## src/verilog/piano_control_cfg.svh

```systemverilog
`ifndef PIANO_CONTROL_CFG_SVH
`define PIANO_CONTROL_CFG_SVH

// Width of the state code and the debug port
`define STATE_W 5

// Bit 0 selects the game and bit 1 selects free play
`define MODE_SW_W 2

`define TEMPO_W 2

// Bit 2 retries the round, bit 1 the note, bit 0 replays the last note
`define RETRY_SW_W 3

`endif

```

## src/verilog/piano_settings_pkg.sv

```systemverilog
package piano_settings_pkg;

    // Play mode chosen in the first menu step
    typedef enum logic [1:0] {
        MODE_NONE = 2'd0,
        MODE_GAME = 2'd1,
        MODE_FREE = 2'd2
    } play_mode_t;

    // Choice taken from the error menu
    typedef enum logic [1:0] {
        RETRY_NONE  = 2'd0,
        RETRY_ROUND = 2'd1,
        RETRY_NOTE  = 2'd2,
        REPLAY_LAST = 2'd3
    } retry_choice_t;

endpackage

```

## src/verilog/piano_state_pkg.sv

```systemverilog
`include "piano_control_cfg.svh"

package piano_state_pkg;

    // Codes are fixed since they show up on the debug port
    typedef enum logic [`STATE_W-1:0] {
        // --------------------
        // Menu
        ST_IDLE           = 0,
        ST_MENU_START     = 1,
        ST_WAIT_MODE      = 2,
        ST_WAIT_TEMPO     = 3,
        ST_INIT           = 4,

        // --------------------
        // Song shown up to the round
        ST_ROUND_START    = 5,
        ST_SHOW           = 6,
        ST_SHOW_WAIT      = 7,
        ST_SHOW_NEXT      = 8,

        // --------------------
        // Player repeats the song
        ST_NOTE_START     = 9,
        ST_NOTE_WAIT      = 10,
        ST_NOTE_PLAY      = 11,
        ST_COMPARE        = 12,
        ST_NEXT_NOTE      = 13,

        // --------------------
        // Round finished
        ST_ADVANCE        = 14,
        ST_REGISTER       = 15,
        ST_CHECK_END      = 16,
        ST_ROUND_NEXT     = 17,
        ST_WON            = 18,

        // --------------------
        // Errors and free play
        ST_MISS_NOTE      = 19,
        ST_MISS_TIME      = 20,
        ST_ERR_MENU_START = 21,
        ST_ERR_MENU       = 22,
        ST_SHOW_LAST      = 23,
        ST_FREE_WAIT      = 24
    } seq_state_t;

endpackage

```

## src/verilog/settings_registers.sv

```systemverilog
`timescale 1ns/1ns
`include "piano_control_cfg.svh"

module settings_registers
    import piano_settings_pkg::*;
(
    input  logic                   clock,
    input  logic                   reset,
    input  logic                   capture_mode,
    input  logic                   capture_tempo,
    input  logic                   capture_retry,
    input  logic [`MODE_SW_W-1:0]  mode_switch,
    input  logic [`TEMPO_W-1:0]    tempo_switch,
    input  logic [`RETRY_SW_W-1:0] retry_switch,
    output play_mode_t             mode,
    output logic [`TEMPO_W-1:0]    tempo,
    output retry_choice_t          retry
);

    play_mode_t    mode_next;
    retry_choice_t retry_next;

    // Lowest switch bit wins for the mode, highest for the retry
    always_comb begin
        if (mode_switch[0]) begin
            mode_next = MODE_GAME;
        end else if (mode_switch[1]) begin
            mode_next = MODE_FREE;
        end else begin
            mode_next = MODE_NONE;
        end

        if (retry_switch[2]) begin
            retry_next = RETRY_ROUND;
        end else if (retry_switch[1]) begin
            retry_next = RETRY_NOTE;
        end else if (retry_switch[0]) begin
            retry_next = REPLAY_LAST;
        end else begin
            retry_next = RETRY_NONE;
        end
    end

    // Loaded on every cycle the menu step is shown
    always_ff @(posedge clock or posedge reset) begin
        if (reset) begin
            mode  <= MODE_NONE;
            tempo <= '0;
            retry <= RETRY_NONE;
        end else begin
            if (capture_mode) begin
                mode <= mode_next;
            end
            if (capture_tempo) begin
                tempo <= tempo_switch;
            end
            if (capture_retry) begin
                retry <= retry_next;
            end
        end
    end

endmodule

```

## src/verilog/game_sequencer.sv

```systemverilog
`timescale 1ns/1ns

module game_sequencer
    import piano_settings_pkg::*;
    import piano_state_pkg::*;
(
    input  logic          clock,
    input  logic          reset,
    input  logic          start,
    input  logic          press_enter,
    input  logic          pause_done,
    input  logic          song_done,
    input  logic          note_pressed,
    input  logic          note_ok,
    input  logic          timing_ok,
    input  logic          beat_low,
    input  logic          address_is_round,
    input  logic          note_timeout,
    input  logic          song_end,
    input  play_mode_t    mode,
    input  retry_choice_t retry,
    output seq_state_t    state
);

    seq_state_t state_next;
    logic       in_menu;

    always_ff @(posedge clock or posedge reset) begin
        if (reset) begin
            state <= ST_IDLE;
        end else begin
            state <= state_next;
        end
    end

    assign in_menu = state inside {ST_IDLE, ST_MENU_START, ST_WAIT_MODE,
                                   ST_WAIT_TEMPO, ST_INIT};

    always_comb begin
        state_next = state;

        if (in_menu) begin
            // --------------------
            // Menu, common to both modes
            case (state)
                ST_IDLE: begin
                    if (start) begin
                        state_next = ST_MENU_START;
                    end
                end
                ST_MENU_START: state_next = ST_WAIT_MODE;
                ST_WAIT_MODE: begin
                    if (press_enter) begin
                        state_next = ST_WAIT_TEMPO;
                    end
                end
                ST_WAIT_TEMPO: begin
                    if (press_enter) begin
                        state_next = ST_INIT;
                    end
                end
                ST_INIT: begin
                    case (mode)
                        MODE_GAME: state_next = ST_ROUND_START;
                        MODE_FREE: state_next = ST_FREE_WAIT;
                        default:   state_next = ST_IDLE;
                    endcase
                end
                default: state_next = ST_IDLE;
            endcase
        end else if (mode == MODE_GAME) begin
            // --------------------
            // Call and response game
            case (state)
                ST_ROUND_START: begin
                    if (pause_done) begin
                        state_next = ST_SHOW;
                    end
                end
                ST_SHOW: state_next = ST_SHOW_WAIT;
                ST_SHOW_WAIT: begin
                    if (beat_low) begin
                        state_next = address_is_round ? ST_NOTE_START : ST_SHOW_NEXT;
                    end
                end
                ST_SHOW_NEXT:  state_next = ST_SHOW;
                ST_NOTE_START: state_next = ST_NOTE_WAIT;
                ST_NOTE_WAIT: begin
                    if (note_timeout) begin
                        state_next = ST_MISS_TIME;
                    end else if (note_pressed) begin
                        state_next = ST_NOTE_PLAY;
                    end
                end
                // Held until the key is released
                ST_NOTE_PLAY: begin
                    if (!note_pressed) begin
                        state_next = ST_COMPARE;
                    end
                end
                ST_COMPARE: begin
                    if (!note_ok) begin
                        state_next = ST_MISS_NOTE;
                    end else if (!timing_ok) begin
                        state_next = ST_MISS_TIME;
                    end else if (address_is_round) begin
                        state_next = song_done ? ST_WON : ST_ADVANCE;
                    end else begin
                        state_next = ST_NEXT_NOTE;
                    end
                end
                ST_NEXT_NOTE: state_next = ST_NOTE_WAIT;
                ST_ADVANCE:   state_next = ST_REGISTER;
                ST_REGISTER:  state_next = ST_CHECK_END;
                ST_CHECK_END: state_next = song_end ? ST_WON : ST_ROUND_NEXT;
                ST_ROUND_NEXT: state_next = ST_ROUND_START;
                ST_WON: begin
                    if (start) begin
                        state_next = ST_INIT;
                    end
                end
                ST_MISS_NOTE, ST_MISS_TIME: state_next = ST_ERR_MENU_START;
                ST_ERR_MENU_START: state_next = ST_ERR_MENU;
                // No choice made keeps the menu open
                ST_ERR_MENU: begin
                    if (press_enter) begin
                        case (retry)
                            RETRY_ROUND: state_next = ST_ROUND_START;
                            RETRY_NOTE:  state_next = ST_NOTE_START;
                            REPLAY_LAST: state_next = ST_SHOW_LAST;
                            default:     state_next = ST_ERR_MENU;
                        endcase
                    end
                end
                ST_SHOW_LAST: begin
                    if (beat_low) begin
                        state_next = ST_NOTE_WAIT;
                    end
                end
                default: state_next = ST_IDLE;
            endcase
        end else if (mode == MODE_FREE) begin
            // --------------------
            // Free play
            case (state)
                ST_FREE_WAIT: begin
                    if (note_pressed) begin
                        state_next = ST_NOTE_PLAY;
                    end
                end
                ST_NOTE_PLAY: begin
                    if (!note_pressed) begin
                        state_next = ST_FREE_WAIT;
                    end
                end
                default: state_next = ST_FREE_WAIT;
            endcase
        end else begin
            state_next = ST_IDLE;
        end
    end

endmodule

```

## src/verilog/control_decoder.sv

```systemverilog
`timescale 1ns/1ns

module control_decoder
    import piano_settings_pkg::*;
    import piano_state_pkg::*;
(
    input  seq_state_t state,
    input  play_mode_t mode,
    output logic       clear_note_count,
    output logic       count_note,
    output logic       clear_pause,
    output logic       count_pause,
    output logic       clear_round,
    output logic       count_round,
    output logic       clear_note_timer,
    output logic       count_note_timer,
    output logic       clear_metro,
    output logic       count_metro,
    output logic       clear_key,
    output logic       capture_key,
    output logic       leds_from_memory,
    output logic       leds_on,
    output logic       sound_on,
    output logic       menu_start,
    output logic       menu_visible,
    output logic       capture_mode,
    output logic       capture_tempo,
    output logic       capture_retry,
    output logic       capture_error,
    output logic       won,
    output logic       lost,
    output logic       player_turn,
    output logic [1:0] menu_sel
);

    // --------------------
    // Counters
    assign clear_note_count = state inside {ST_ROUND_START, ST_NOTE_START};
    assign count_note       = state inside {ST_ADVANCE, ST_SHOW_NEXT, ST_NEXT_NOTE};
    assign clear_pause      = state inside {ST_SHOW, ST_INIT, ST_NOTE_START};
    assign count_pause      = (state == ST_ROUND_START);
    assign clear_round      = (state == ST_INIT);
    assign count_round      = (state == ST_ROUND_NEXT);

    // --------------------
    // Timers
    assign clear_note_timer = state inside {ST_NEXT_NOTE, ST_NOTE_START, ST_INIT,
                                            ST_MISS_NOTE, ST_MISS_TIME, ST_CHECK_END};
    assign count_note_timer = (state == ST_NOTE_WAIT);

    // Metronome runs while a note sounds or the player is free
    assign count_metro = state inside {ST_SHOW_WAIT, ST_SHOW_LAST, ST_NOTE_PLAY,
                                       ST_FREE_WAIT};
    assign clear_metro = state inside {ST_SHOW, ST_NOTE_WAIT, ST_MISS_NOTE,
                                       ST_MISS_TIME, ST_INIT, ST_CHECK_END};

    // --------------------
    // Keys, LEDs and sound
    assign clear_key        = (state == ST_IDLE);
    // Free play has nothing to compare against
    assign capture_key      = (state == ST_NOTE_PLAY) && (mode == MODE_GAME);
    assign sound_on         = (state == ST_NOTE_PLAY);
    assign leds_from_memory = state inside {ST_SHOW_WAIT, ST_SHOW_LAST};
    assign leds_on          = state inside {ST_SHOW_WAIT, ST_SHOW_LAST, ST_NOTE_PLAY};

    // --------------------
    // Menu
    assign menu_start    = state inside {ST_MENU_START, ST_ERR_MENU_START};
    assign menu_visible  = state inside {ST_WAIT_MODE, ST_WAIT_TEMPO, ST_ERR_MENU};
    assign capture_mode  = (state == ST_WAIT_MODE);
    assign capture_tempo = (state == ST_WAIT_TEMPO);
    assign capture_retry = (state == ST_ERR_MENU);
    assign capture_error = (state == ST_COMPARE);

    always_comb begin
        case (state)
            ST_WAIT_TEMPO: menu_sel = 2'd1;
            ST_ERR_MENU:   menu_sel = 2'd2;
            default:       menu_sel = 2'd0;
        endcase
    end

    // --------------------
    // Status
    assign won         = (state == ST_WON);
    assign lost        = state inside {ST_MISS_NOTE, ST_MISS_TIME};
    assign player_turn = (state == ST_NOTE_WAIT);

endmodule

```

## src/verilog/piano_control.sv

```systemverilog
`timescale 1ns/1ns
`include "piano_control_cfg.svh"

module piano_control
    import piano_settings_pkg::*;
    import piano_state_pkg::*;
(
    input  logic                   clock,
    input  logic                   reset,
    input  logic                   start,
    input  logic                   press_enter,
    input  logic                   pause_done,
    input  logic                   song_done,
    input  logic                   note_pressed,
    input  logic                   note_ok,
    input  logic                   timing_ok,
    input  logic                   beat_low,
    input  logic                   address_is_round,
    input  logic                   note_timeout,
    input  logic                   song_end,
    input  logic [`MODE_SW_W-1:0]  mode_switch,
    input  logic [`TEMPO_W-1:0]    tempo_switch,
    input  logic [`RETRY_SW_W-1:0] retry_switch,
    output logic [`TEMPO_W-1:0]    tempo,
    output logic                   clear_note_count,
    output logic                   count_note,
    output logic                   clear_pause,
    output logic                   count_pause,
    output logic                   clear_round,
    output logic                   count_round,
    output logic                   clear_note_timer,
    output logic                   count_note_timer,
    output logic                   clear_metro,
    output logic                   count_metro,
    output logic                   clear_key,
    output logic                   capture_key,
    output logic                   leds_from_memory,
    output logic                   leds_on,
    output logic                   sound_on,
    output logic                   menu_start,
    output logic                   menu_visible,
    output logic                   capture_error,
    output logic                   won,
    output logic                   lost,
    output logic                   player_turn,
    output logic [1:0]             menu_sel,
    output logic [`STATE_W-1:0]    state_debug
);

    play_mode_t    mode;
    retry_choice_t retry;
    seq_state_t    state;
    logic          capture_mode;
    logic          capture_tempo;
    logic          capture_retry;

    assign state_debug = state;

    settings_registers u_settings_registers (
        .clock         (clock),
        .reset         (reset),
        .capture_mode  (capture_mode),
        .capture_tempo (capture_tempo),
        .capture_retry (capture_retry),
        .mode_switch   (mode_switch),
        .tempo_switch  (tempo_switch),
        .retry_switch  (retry_switch),
        .mode          (mode),
        .tempo         (tempo),
        .retry         (retry)
    );

    game_sequencer u_game_sequencer (
        .clock            (clock),
        .reset            (reset),
        .start            (start),
        .press_enter      (press_enter),
        .pause_done       (pause_done),
        .song_done        (song_done),
        .note_pressed     (note_pressed),
        .note_ok          (note_ok),
        .timing_ok        (timing_ok),
        .beat_low         (beat_low),
        .address_is_round (address_is_round),
        .note_timeout     (note_timeout),
        .song_end         (song_end),
        .mode             (mode),
        .retry            (retry),
        .state            (state)
    );

    // Decoder port names match the top level one for one
    control_decoder u_control_decoder (.*);

endmodule

```

## config.mk

```make
export PLATFORM = sky130hd
export DESIGN_NAME = piano_control
export DESIGN_NICKNAME = d
export VERILOG_FILES = /design/src/verilog/piano_settings_pkg.sv /design/src/verilog/piano_state_pkg.sv /design/src/verilog/settings_registers.sv /design/src/verilog/game_sequencer.sv /design/src/verilog/control_decoder.sv /design/src/verilog/piano_control.sv
export VERILOG_INCLUDE_DIRS = /design/src /design/src/verilog
export SDC_FILE = /design/constraint.sdc
export NUM_CORES = 1
export LEC_CHECK = 0
export BUFFER_PORTS_ARGS = -buffer_cell sky130_fd_sc_hd__buf_2
export CAP_MARGIN = 0
export CORE_ASPECT_RATIO = 0.9
export CORE_MARGIN = 2
export CORE_UTILIZATION = 49
export CTS_CLUSTER_SIZE = 16
export DETAILED_ROUTE_END_ITERATION = 16
export PLACE_DENSITY = 0.88
export REMOVE_ABC_BUFFERS = 1
export SLEW_MARGIN = 20
export SYNTH_ARGS = -nofsm -noshare
export SYNTH_HDL_FRONTEND = slang
export SYNTH_SLANG_ARGS = --single-unit
```

## constraint.sdc

```tcl
create_clock -name clock -period 2 [get_ports clock]
set_clock_uncertainty 0.05 [all_clocks]
set_input_delay 0.4 -clock clock [delete_from_list [all_inputs] [get_ports clock]]
set_output_delay 0.4 -clock clock [all_outputs]
set_load 0.02 [all_outputs]
```

======== After elaboration in Yosys (flattened, before gate mapping) ========
Index checks and enable logic that the tools add are counted.
cells by class
  $add $sub $neg .......................... 0
  multiply operators ...................... 0
  div/mod/pow operators ................... 0
  magnitude comparators ................... 0
  equality and inequality tests ........... 39
  shift-type cells ........................ 0
  mux-type cells .......................... 32
  bitwise logic cells ..................... 0
  reduce and logical (&&, ||, !) cells .... 17
operators by type and width
  operator              number
  $mux W5               19
  $pmux W5 S17          1
  $eq A5 B5 Y1 const B  9
  $eq A5 B4 Y1 const B  8
  $pmux W5 S5           1
  $ne A4 B4 Y1 const B  6
  $eq A5 B3 Y1 const B  4
  $pmux W5 S2           2
  $pmux W5 S3           1
  $mux W2               6
  $reduce_bool A3 Y1    4
  $reduce_bool A6 Y1    2
  $eq A5 B2 Y1 const B  2
  $reduce_and A10 Y1    1
  $ne A3 B3 Y1 const B  3
  $reduce_bool A2 Y1    4
  $eq A2 B2 Y1 const B  3
  $eq A5 B1 Y1 const B  1
  $logic_not A5 Y1      1
  $reduce_bool A5 Y1    1
  $eq A2 B1 Y1 const B  2
  $ne A4 B3 Y1 const B  1
  $pmux W2 S2           1
  $reduce_bool A4 Y1    1
  other kinds (3)       4
storage, ports and cells
  register bits after elaboration ......... 11
  bits in latches ......................... 0
  RAM bits ................................ 0
  bits in read-only memories .............. 0
  input bits .............................. 20
  output and inout bits ................... 30
  word-level logic and storage cells ...... 92
  memories kept ........................... 0

======== Longest topological paths before layout ========
Gate-level depths: netlist of run 1.
  depth in word-level cells ............... 7
  gate-level depth with buffers ........... 8
  depth with buffers taken out ............ 7

======== Modules after synthesis ========
A second synthesis of run 1 with hierarchy kept.
second synthesis, totals
  cells, all modules ...................... 220
  area, all modules ....................... 1571.5 um2
modules (own cells, without submodules)
  module              instances  cells an instance  area an instance (um2)  sequential area each (um2)
  game_sequencer      1          139                943.4                   125.1
  control_decoder     1          62                 385.4                   0.0
  settings_registers  1          19                 242.7                   150.1

======== Least setup slack after synthesis of run 1 ========
No wires, ideal clock.
  path kind ............................... register -> output
  from .................................... reg u_game_sequencer.state[4]
  to ...................................... out clear_metro
  arrival ................................. 1.823 ns
  data required time ...................... 1.550 ns
  path slack .............................. -0.273 ns
  stages on the path, launching flop included .. 6
  buffers on the path ..................... 3
  cells stage by stage .................... dfrtp_1 -> buf_2 -> buf_2 -> buf_1 -> a21oi_1 -> o32ai_1
between the ends
  cells in the longest elaborated chain, start to end .. 2
  elaborated cells between the ends (all ways) .. 7
  those cells by class .................... 6 x eq/ne; 1 x reduce/logical
ends and longest elaborated chain
  what                                        RTL line               RTL
  start, declared                             game_sequencer.sv:22   output seq_state_t state
  start signal, assigned                      game_sequencer.sv:32   state <= state_next;
  $eq A5 B3 Y1, or another cell as far along  control_decoder.sv:54  assign clear_metro = state inside {ST_SHOW, ST_NOTE_WAIT, ST_MISS_NOTE,
  $reduce_bool A6 Y1 (*)                      control_decoder.sv:54
  end, declared                               piano_control.sv:33    output logic clear_metro,
Mark *: on every way between the ends. The rest lies on a longest branch, timed or not.

======== Final worst setup path of run 1 ========
  from .................................... reg u_game_sequencer.state[3]
  to ...................................... out count_round
between the ends
  cells in the longest elaborated chain, start to end .. 1
ends and longest elaborated chain
  what           RTL line               RTL
  $eq A5 B5 Y1   control_decoder.sv:43  assign count_round = (state == ST_ROUND_NEXT);
  end, declared  piano_control.sv:30    output logic count_round,
Every way passes these cells.

==> results of run 1 <==
[cells by family (layout without fill, tap and decap cells)]
kind of cell | after synthesis | in the layout | synth area share
AO/OA/AOI/OAI | 63 | 64 | 0.321
multiplexers | 4 | 4 | 0.0328
buffers and inverters | 29 | 109 | 0.0928
AND/OR/NAND/NOR | 84 | 84 | 0.319
adder cells (fa/ha/maj) | 3 | 3 | 0.0281
flip-flops | 11 | 11 | 0.206
[synth_stat cells (all sizes together) (4+ instances only)]
| library cell | number |
|---|---|
| buf | 13 |
| nor2b | 4 |
| nor3 | 7 |
| inv | 13 |
| nor2 | 29 |
| nand3 | 6 |
| o21ai | 15 |
| a31oi | 6 |
| dfrtp | 11 |
| nand2 | 11 |
| a21oi | 16 |
| nand2b | 10 |
| or3 | 4 |
[per-layer routing]
metal,track usage,vias up,routed length [um]
met1,0.429,887,2130
met5,0,-,0
met4,0.0833,0,301
li1,-,868,-
met3,0.0562,43,680
met2,0.528,176,2580
[worst paths after layout]
path	startpoint	end	slack, ns	depth (start not counted)
worst max-delay path	u_game_sequencer.state[3]	count_round	-0.11	5
worst min-delay path	reset	u_settings_registers.mode[0]	0.07	2
worst max register to register	u_game_sequencer.state[3]	u_game_sequencer.state[0]	-0.11	7
worst min register to register	u_settings_registers.tempo[0]	u_settings_registers.tempo[0]	0.46	1
max in group asynchronous	reset	u_game_sequencer.state[4]	1.48	2
min in group clock	mode_switch[0]	u_settings_registers.mode[0]	0.28	2
[area by class of cell]
cell class,count,share of cell area
clock buffers,4,0.0125
inverters,13,0.0233
multi-input cells,155,0.522
flip-flops and latches,11,0.134
well taps,28,0.0167
repair buffers,92,0.291
[through the flow]
stage | hold WS (ns) | setup slack (ns) | TNS, ns
after floorplan | 0.202 | -0.254 | -2.64
after global placement | 0.361 | 0.0440 | 0
after detailed placement | 0.379 | 0.0156 | 0
after CTS | 0.0812 | -0.0654 | -0.180
after global routing | 0.110 | -0.161 | -1.79
final | 0.0716 | -0.114 | -0.996
[power groups by stage]
| stage | Clock [uW] | Combinational (uW) | Sequential [uW] |
|---|---|---|---|
| 6_report | 163 | 2830 | 453 |
| 5_1_grt | 167 | 2990 | 466 |
| 4_1_cts | 160 | 2350 | 448 |
| 3_5_place_dp | 0 | 2210 | 450 |
| 3_3_place_gp | 0 | 2200 | 439 |
| 2_1_floorplan | 0 | 1140 | 598 |
[worst reg2reg max path: stages, from the launching register on]
cell       delay (ns)
dfrtp_2          0.48
or3b_4           0.42
buf_4            0.17
or3_4            0.35
o2111ai_4        0.14
a22oi_2          0.16
nor2_1           0.15
a31oi_1          0.06
[state kept, by name, indices dropped and copies added (netlist names)]
register,cells
u_settings_registers.tempo,2
u_settings_registers.retry,2
u_settings_registers.mode,2
u_game_sequencer.state,5
[what timing repair did]
item | 4_1_cts | 5_1_grt
pin swaps | 4 | 3
setup buffers | 6 | 4
resized for setup | 17 | 44
cloned | 0 | 1
endpoints found under the setup margin | 15 | 24
==> flow_summary.yaml, run 1 <==
synth:
  yosysTopAreaCell: "dfrtp_1"
  ys_seq_area_frac: 0.206
  ys_seq_elements: 11
  syn-cell-area_um2: 1340
  synth.area.top_cells: "dfrtp_1 (21%), nor2_1 (7.9%), a21oi_1 (6.0%), nand2b_1 (4.7%), o21ai_0 (4.5%)"
  synth-edff-count: 0
  async_reset_ff_frac: 1.00
  synth_ff_type: "dfrtp_1"
  syn_avg_cell_area_um2: 6.88
  ys_warn_count: 0
  syn-instance-count: 194
  synth_cell_types: 52
  yosys.area.top_type_share: 0.206
final_layout:
  area.growth.synth_to_final_pct: 57.2
  fin_area_um2: 2100
  final_cell_mix: "buf_4 (45), buf_2 (41), nor2_1 (19)"
  fin_util: 0.836
  layout_commonest_cell: "buf_4"
  seqCellArea_um2: 282
  multi_input_area_um2: 1100
  layoutNonFillerInstCount: 303
  num_antenna_cells: 0
  drive_gt1_frac: 0.505
  finalNetCount: 299
  n_fill_cell: 163
die:
  die_w_um: 59.0
  core-area_um2: 2510
  die_h_um: 53.5
  io_pins: 50
  start_util: 0.532
  die-area_um2: 3160
  core.rowCount: 17
setup_path:
  path_delay_family: "simple AND/OR/NAND/NOR gates"
  cpMaxStageDelayCell: "dfrtp_2"
  critPathLaunchType: "flop"
  cp_cell_sequence: "or3b_4 > buf_4 > buf_6 > nor2_4 > buf_6"
  cp.required_ns: 1.55
  crit_type: "flop to output pin"
  cp-end-kind: "output pin"
  worst-path-max-fanout: 7
  crit_arrival_ns: 1.66
  cpPeakStageDelay_ns: 0.48
  cp_num_buf_inv: 3
  cpMostUsedCell: "buf_6"
route:
  route.vias.total: 1974
  drc_errors: 0
  drtAntennaViolNets: 0
  wirelength_um: 5690
  avgViaCountPerCell: 6.51
  drtPass1Iterations: 6
  wire_per_inst_um: 18.8
  drt-initial-drc-count: 147
power_and_ir_drop:
  p_seq_frac: 0.131
  clkPwrFrac: 0.047
  power.density_nw_per_um2: 1640
  p_leak_uw: 0.00101
  ir_worst_vdd_mv: 0.988
  power_frac_comb: 0.821
  power_uw: 3450
  p_int_uw: 1620
  p_sw_frac: 0.531
  switchingPower_uw: 1830
global_routing:
  grt_pass1_vias: 1640
  gr-total-overflow: 0
  grt_use_total: 0.319
  grt_pass1_wl_um: 7520
  grt_max_degree: 13
  antenna_found_initial: 0
timing:
  drv_slew: 0
  tightest_slew_ns: 0.672
  hold_viol_final: 0
  min_period_ns: 2.11
  rsz0062_at_grt: "true"
  fin_ws_ns: -0.114
  fin_crit_sh: 1.06
  relSlewSlack: 0.540
  max_freq_mhz: 473
  setup_viol: 18
clock_tree:
  cts_root_buf: "clkbuf_4"
  h-tree-depth: 1
  cts.sinks: 11
  numCtsBuffers: 3
  clkTransAtPathRegs_ns: 0.08
  cts_hold_buf: 0
  clock_latency_ns: 0.28
  cts_tree: "yes"
  clock_path_buffers: 2
placed_design:
  dp_hpwl_um: 3520
  placed_cell_area_um2: 1790
  routabilityCongestion: 0.986
  post-place-cells: 288
  port-buffer-count: 49
outcome:
  violations: "setup timing"
  status: "complete, but fails checks"
worst_hold_path:
  hp-class: "primary input to async pin"
job:
  max_cap_violations: 0
Power figures use the tool's default switching activity.
==> run 2: changes to the inputs <==
Settings changed: CORE_UTILIZATION 49 to 40, PLACE_DENSITY 0.88 to 0.75.
==> run 2 against run 1 <==
- the flow still finishes with violations (setup timing)
- first-iteration DRC count decreased by 24%
- worst setup slack improved by 0.053 ns
- sequential share of layout area decreased by 0.11 points
- critical path depth increased by 2
- global-route usage decreased by 5.4 points
- via count decreased by 6.0%
==> flow_summary.yaml, run 2 (same netlist as run 1, synthesis figures left out) <==
die:
  core-area_um2: 3110
  core.rowCount: 19
  die-area_um2: 3820
  die_w_um: 64.9
  die_h_um: 58.8
  start_util: 0.429
  io_pins: 50
global_routing:
  grt_pass1_wl_um: 7900
  gr-total-overflow: 0
  grt_max_degree: 16
  antenna_found_initial: 0
  grt_use_total: 0.265
  grt_pass1_vias: 1711
timing:
  min_period_ns: 2.06
  whs_ns: 0.102
  setup_viol: 7
  drv_slew: 0
  max_freq_mhz: 485
  fin_crit_sh: 1.03
  fin_ws_ns: -0.0604
  tightest_slew_ns: 0.510
  relSlewSlack: 0.657
  rsz0062_at_grt: "true"
  hold_viol_final: 0
  tns_ns: -0.252
route:
  avgViaCountPerCell: 5.91
  dr_wl_met3_um: 456
  drc_errors: 0
  wl_met1_um: 2250
  route.vias.total: 1856
  wirelength_um: 5300
  drtPass1Iterations: 5
  wire_per_inst_um: 16.9
  dr_wl_met2_um: 2530
  drtAntennaViolNets: 0
  topRoutingLayerUsed: "met4"
  drt-initial-drc-count: 111
clock_tree:
  clock_path_buffers: 2
  numCtsBuffers: 3
  h-tree-depth: 1
  cts_hold_buf: 0
  clkTransAtPathRegs_ns: 0.05
  cts.sinks: 11
  cts_tree: "yes"
  clock_latency_ns: 0.24
  cts_root_buf: "clkbuf_8"
setup_path:
  critPathLaunchType: "flop"
  rr_startpoint: "u_game_sequencer.state[4]"
  crit_type: "flop to flop"
  worst-path-max-fanout: 7
  cp.required_ns: 2.07
  r2r_cells: 7
  r2r-end: "u_game_sequencer.state[4]"
  reg2reg_slack_ns: -0.06
  crit_arrival_ns: 2.13
  crit_end: "u_game_sequencer.state[4]"
  cp-end-kind: "flop"
  startpoint: "u_game_sequencer.state[4]"
final_layout:
  area.growth.synth_to_final_pct: 57.7
  drive_gt1_frac: 0.489
  max_flop_register: "u_game_sequencer.state"
  final_cell_mix: "buf_2 (42), buf_4 (42), nor2_1 (19)"
  fin_area_um2: 2110
  largest_reg_flops: 5
  layoutNonFillerInstCount: 314
  finalNetCount: 296
  num_antenna_cells: 0
outcome:
  status: "complete, but fails checks"
  violations: "setup timing"
power_and_ir_drop:
  power.density_nw_per_um2: 1610
  p_leak_uw: 0.00101
  power_uw: 3390
  ir_worst_vdd_mv: 0.855
job:
  max_cap_violations: 0
placed_design:
  placed_cell_area_um2: 1770
  post-place-cells: 296
  dp_hpwl_um: 3570
  port-buffer-count: 49
  routabilityCongestion: 0.927
worst_hold_path:
  hp-class: "primary input to async pin"
[run 2: cell types whose count changed in the layout (fill, tap and decap cells not counted), moves of 2 or more]
cell	previous run	this run
nand2b_2	2	0
clkbuf_8	0	3
nand2b_4	1	3
buf_6	6	4
buf_4	45	42
nand2_2	2	0
clkbuf_4	3	0
[run 2: timing repair]
item / in CTS / in global routing
pin swaps: 2 / 8
gates resized for setup: 16 / 37
gates cloned: 0 / 1
setup buffers: 5 / 8
endpoints found under the setup margin: 17 / 26
[run 2: worst max-delay path: stages, from the launching register on]
cell and delay [ns]:
dfrtp_2 0.46, buf_6 0.16, buf_4 0.15, nor3b_1 0.27, nand3_1 0.23, o21ai_2 0.27
a22oi_4 0.13, o22a_1 0.23
[run 2: per-stage QoR]
step	util	setup WS, ns
global placement	0.569	0.0848
finish	0.676	-0.0604
global route	0.676	-0.104
CTS	0.609	-0.0257
floorplan	-	-0.254
detailed placement	0.569	0.0721
[run 2: per-layer routing]
layer,track usage,up-vias
met1,0.357,869
met4,0.0669,0
met2,0.443,118
li1,-,859
met3,0.0459,10
met5,0,-
[run 2: worst min-delay path by stage]
| stage | to | slack, ns | cells after the start |
|---|---|---|---|
| floorplan | u_game_sequencer.state[0] | 0.20 | 1 |
| global placement | u_settings_registers.mode[0] | 0.37 | 2 |
| detailed placement | u_settings_registers.retry[0] | 0.37 | 2 |
| CTS | u_settings_registers.retry[0] | 0.12 | 2 |
| global route | u_settings_registers.mode[0] | 0.14 | 2 |
| finish | u_settings_registers.mode[0] | 0.10 | 2 |
[run 2: power breakdown]
group / total [uW] / internal [uW] / switching (uW) / leakage (uW)
sequential: 454 / 335 / 119 / 0.000129
clock: 225 / 140 / 85.0 / 0.0000228
combinational: 2710 / 1170 / 1550 / 0.000856
[run 2: area by class of cell]
type                    count  area [um^2]
fillers                   270         1010
repair buffers             89          591
multi-input cells         155         1090
flip-flops and latches     11          280
inverters                  13         48.8
well taps                  42         52.6
clock buffers               4         45.0
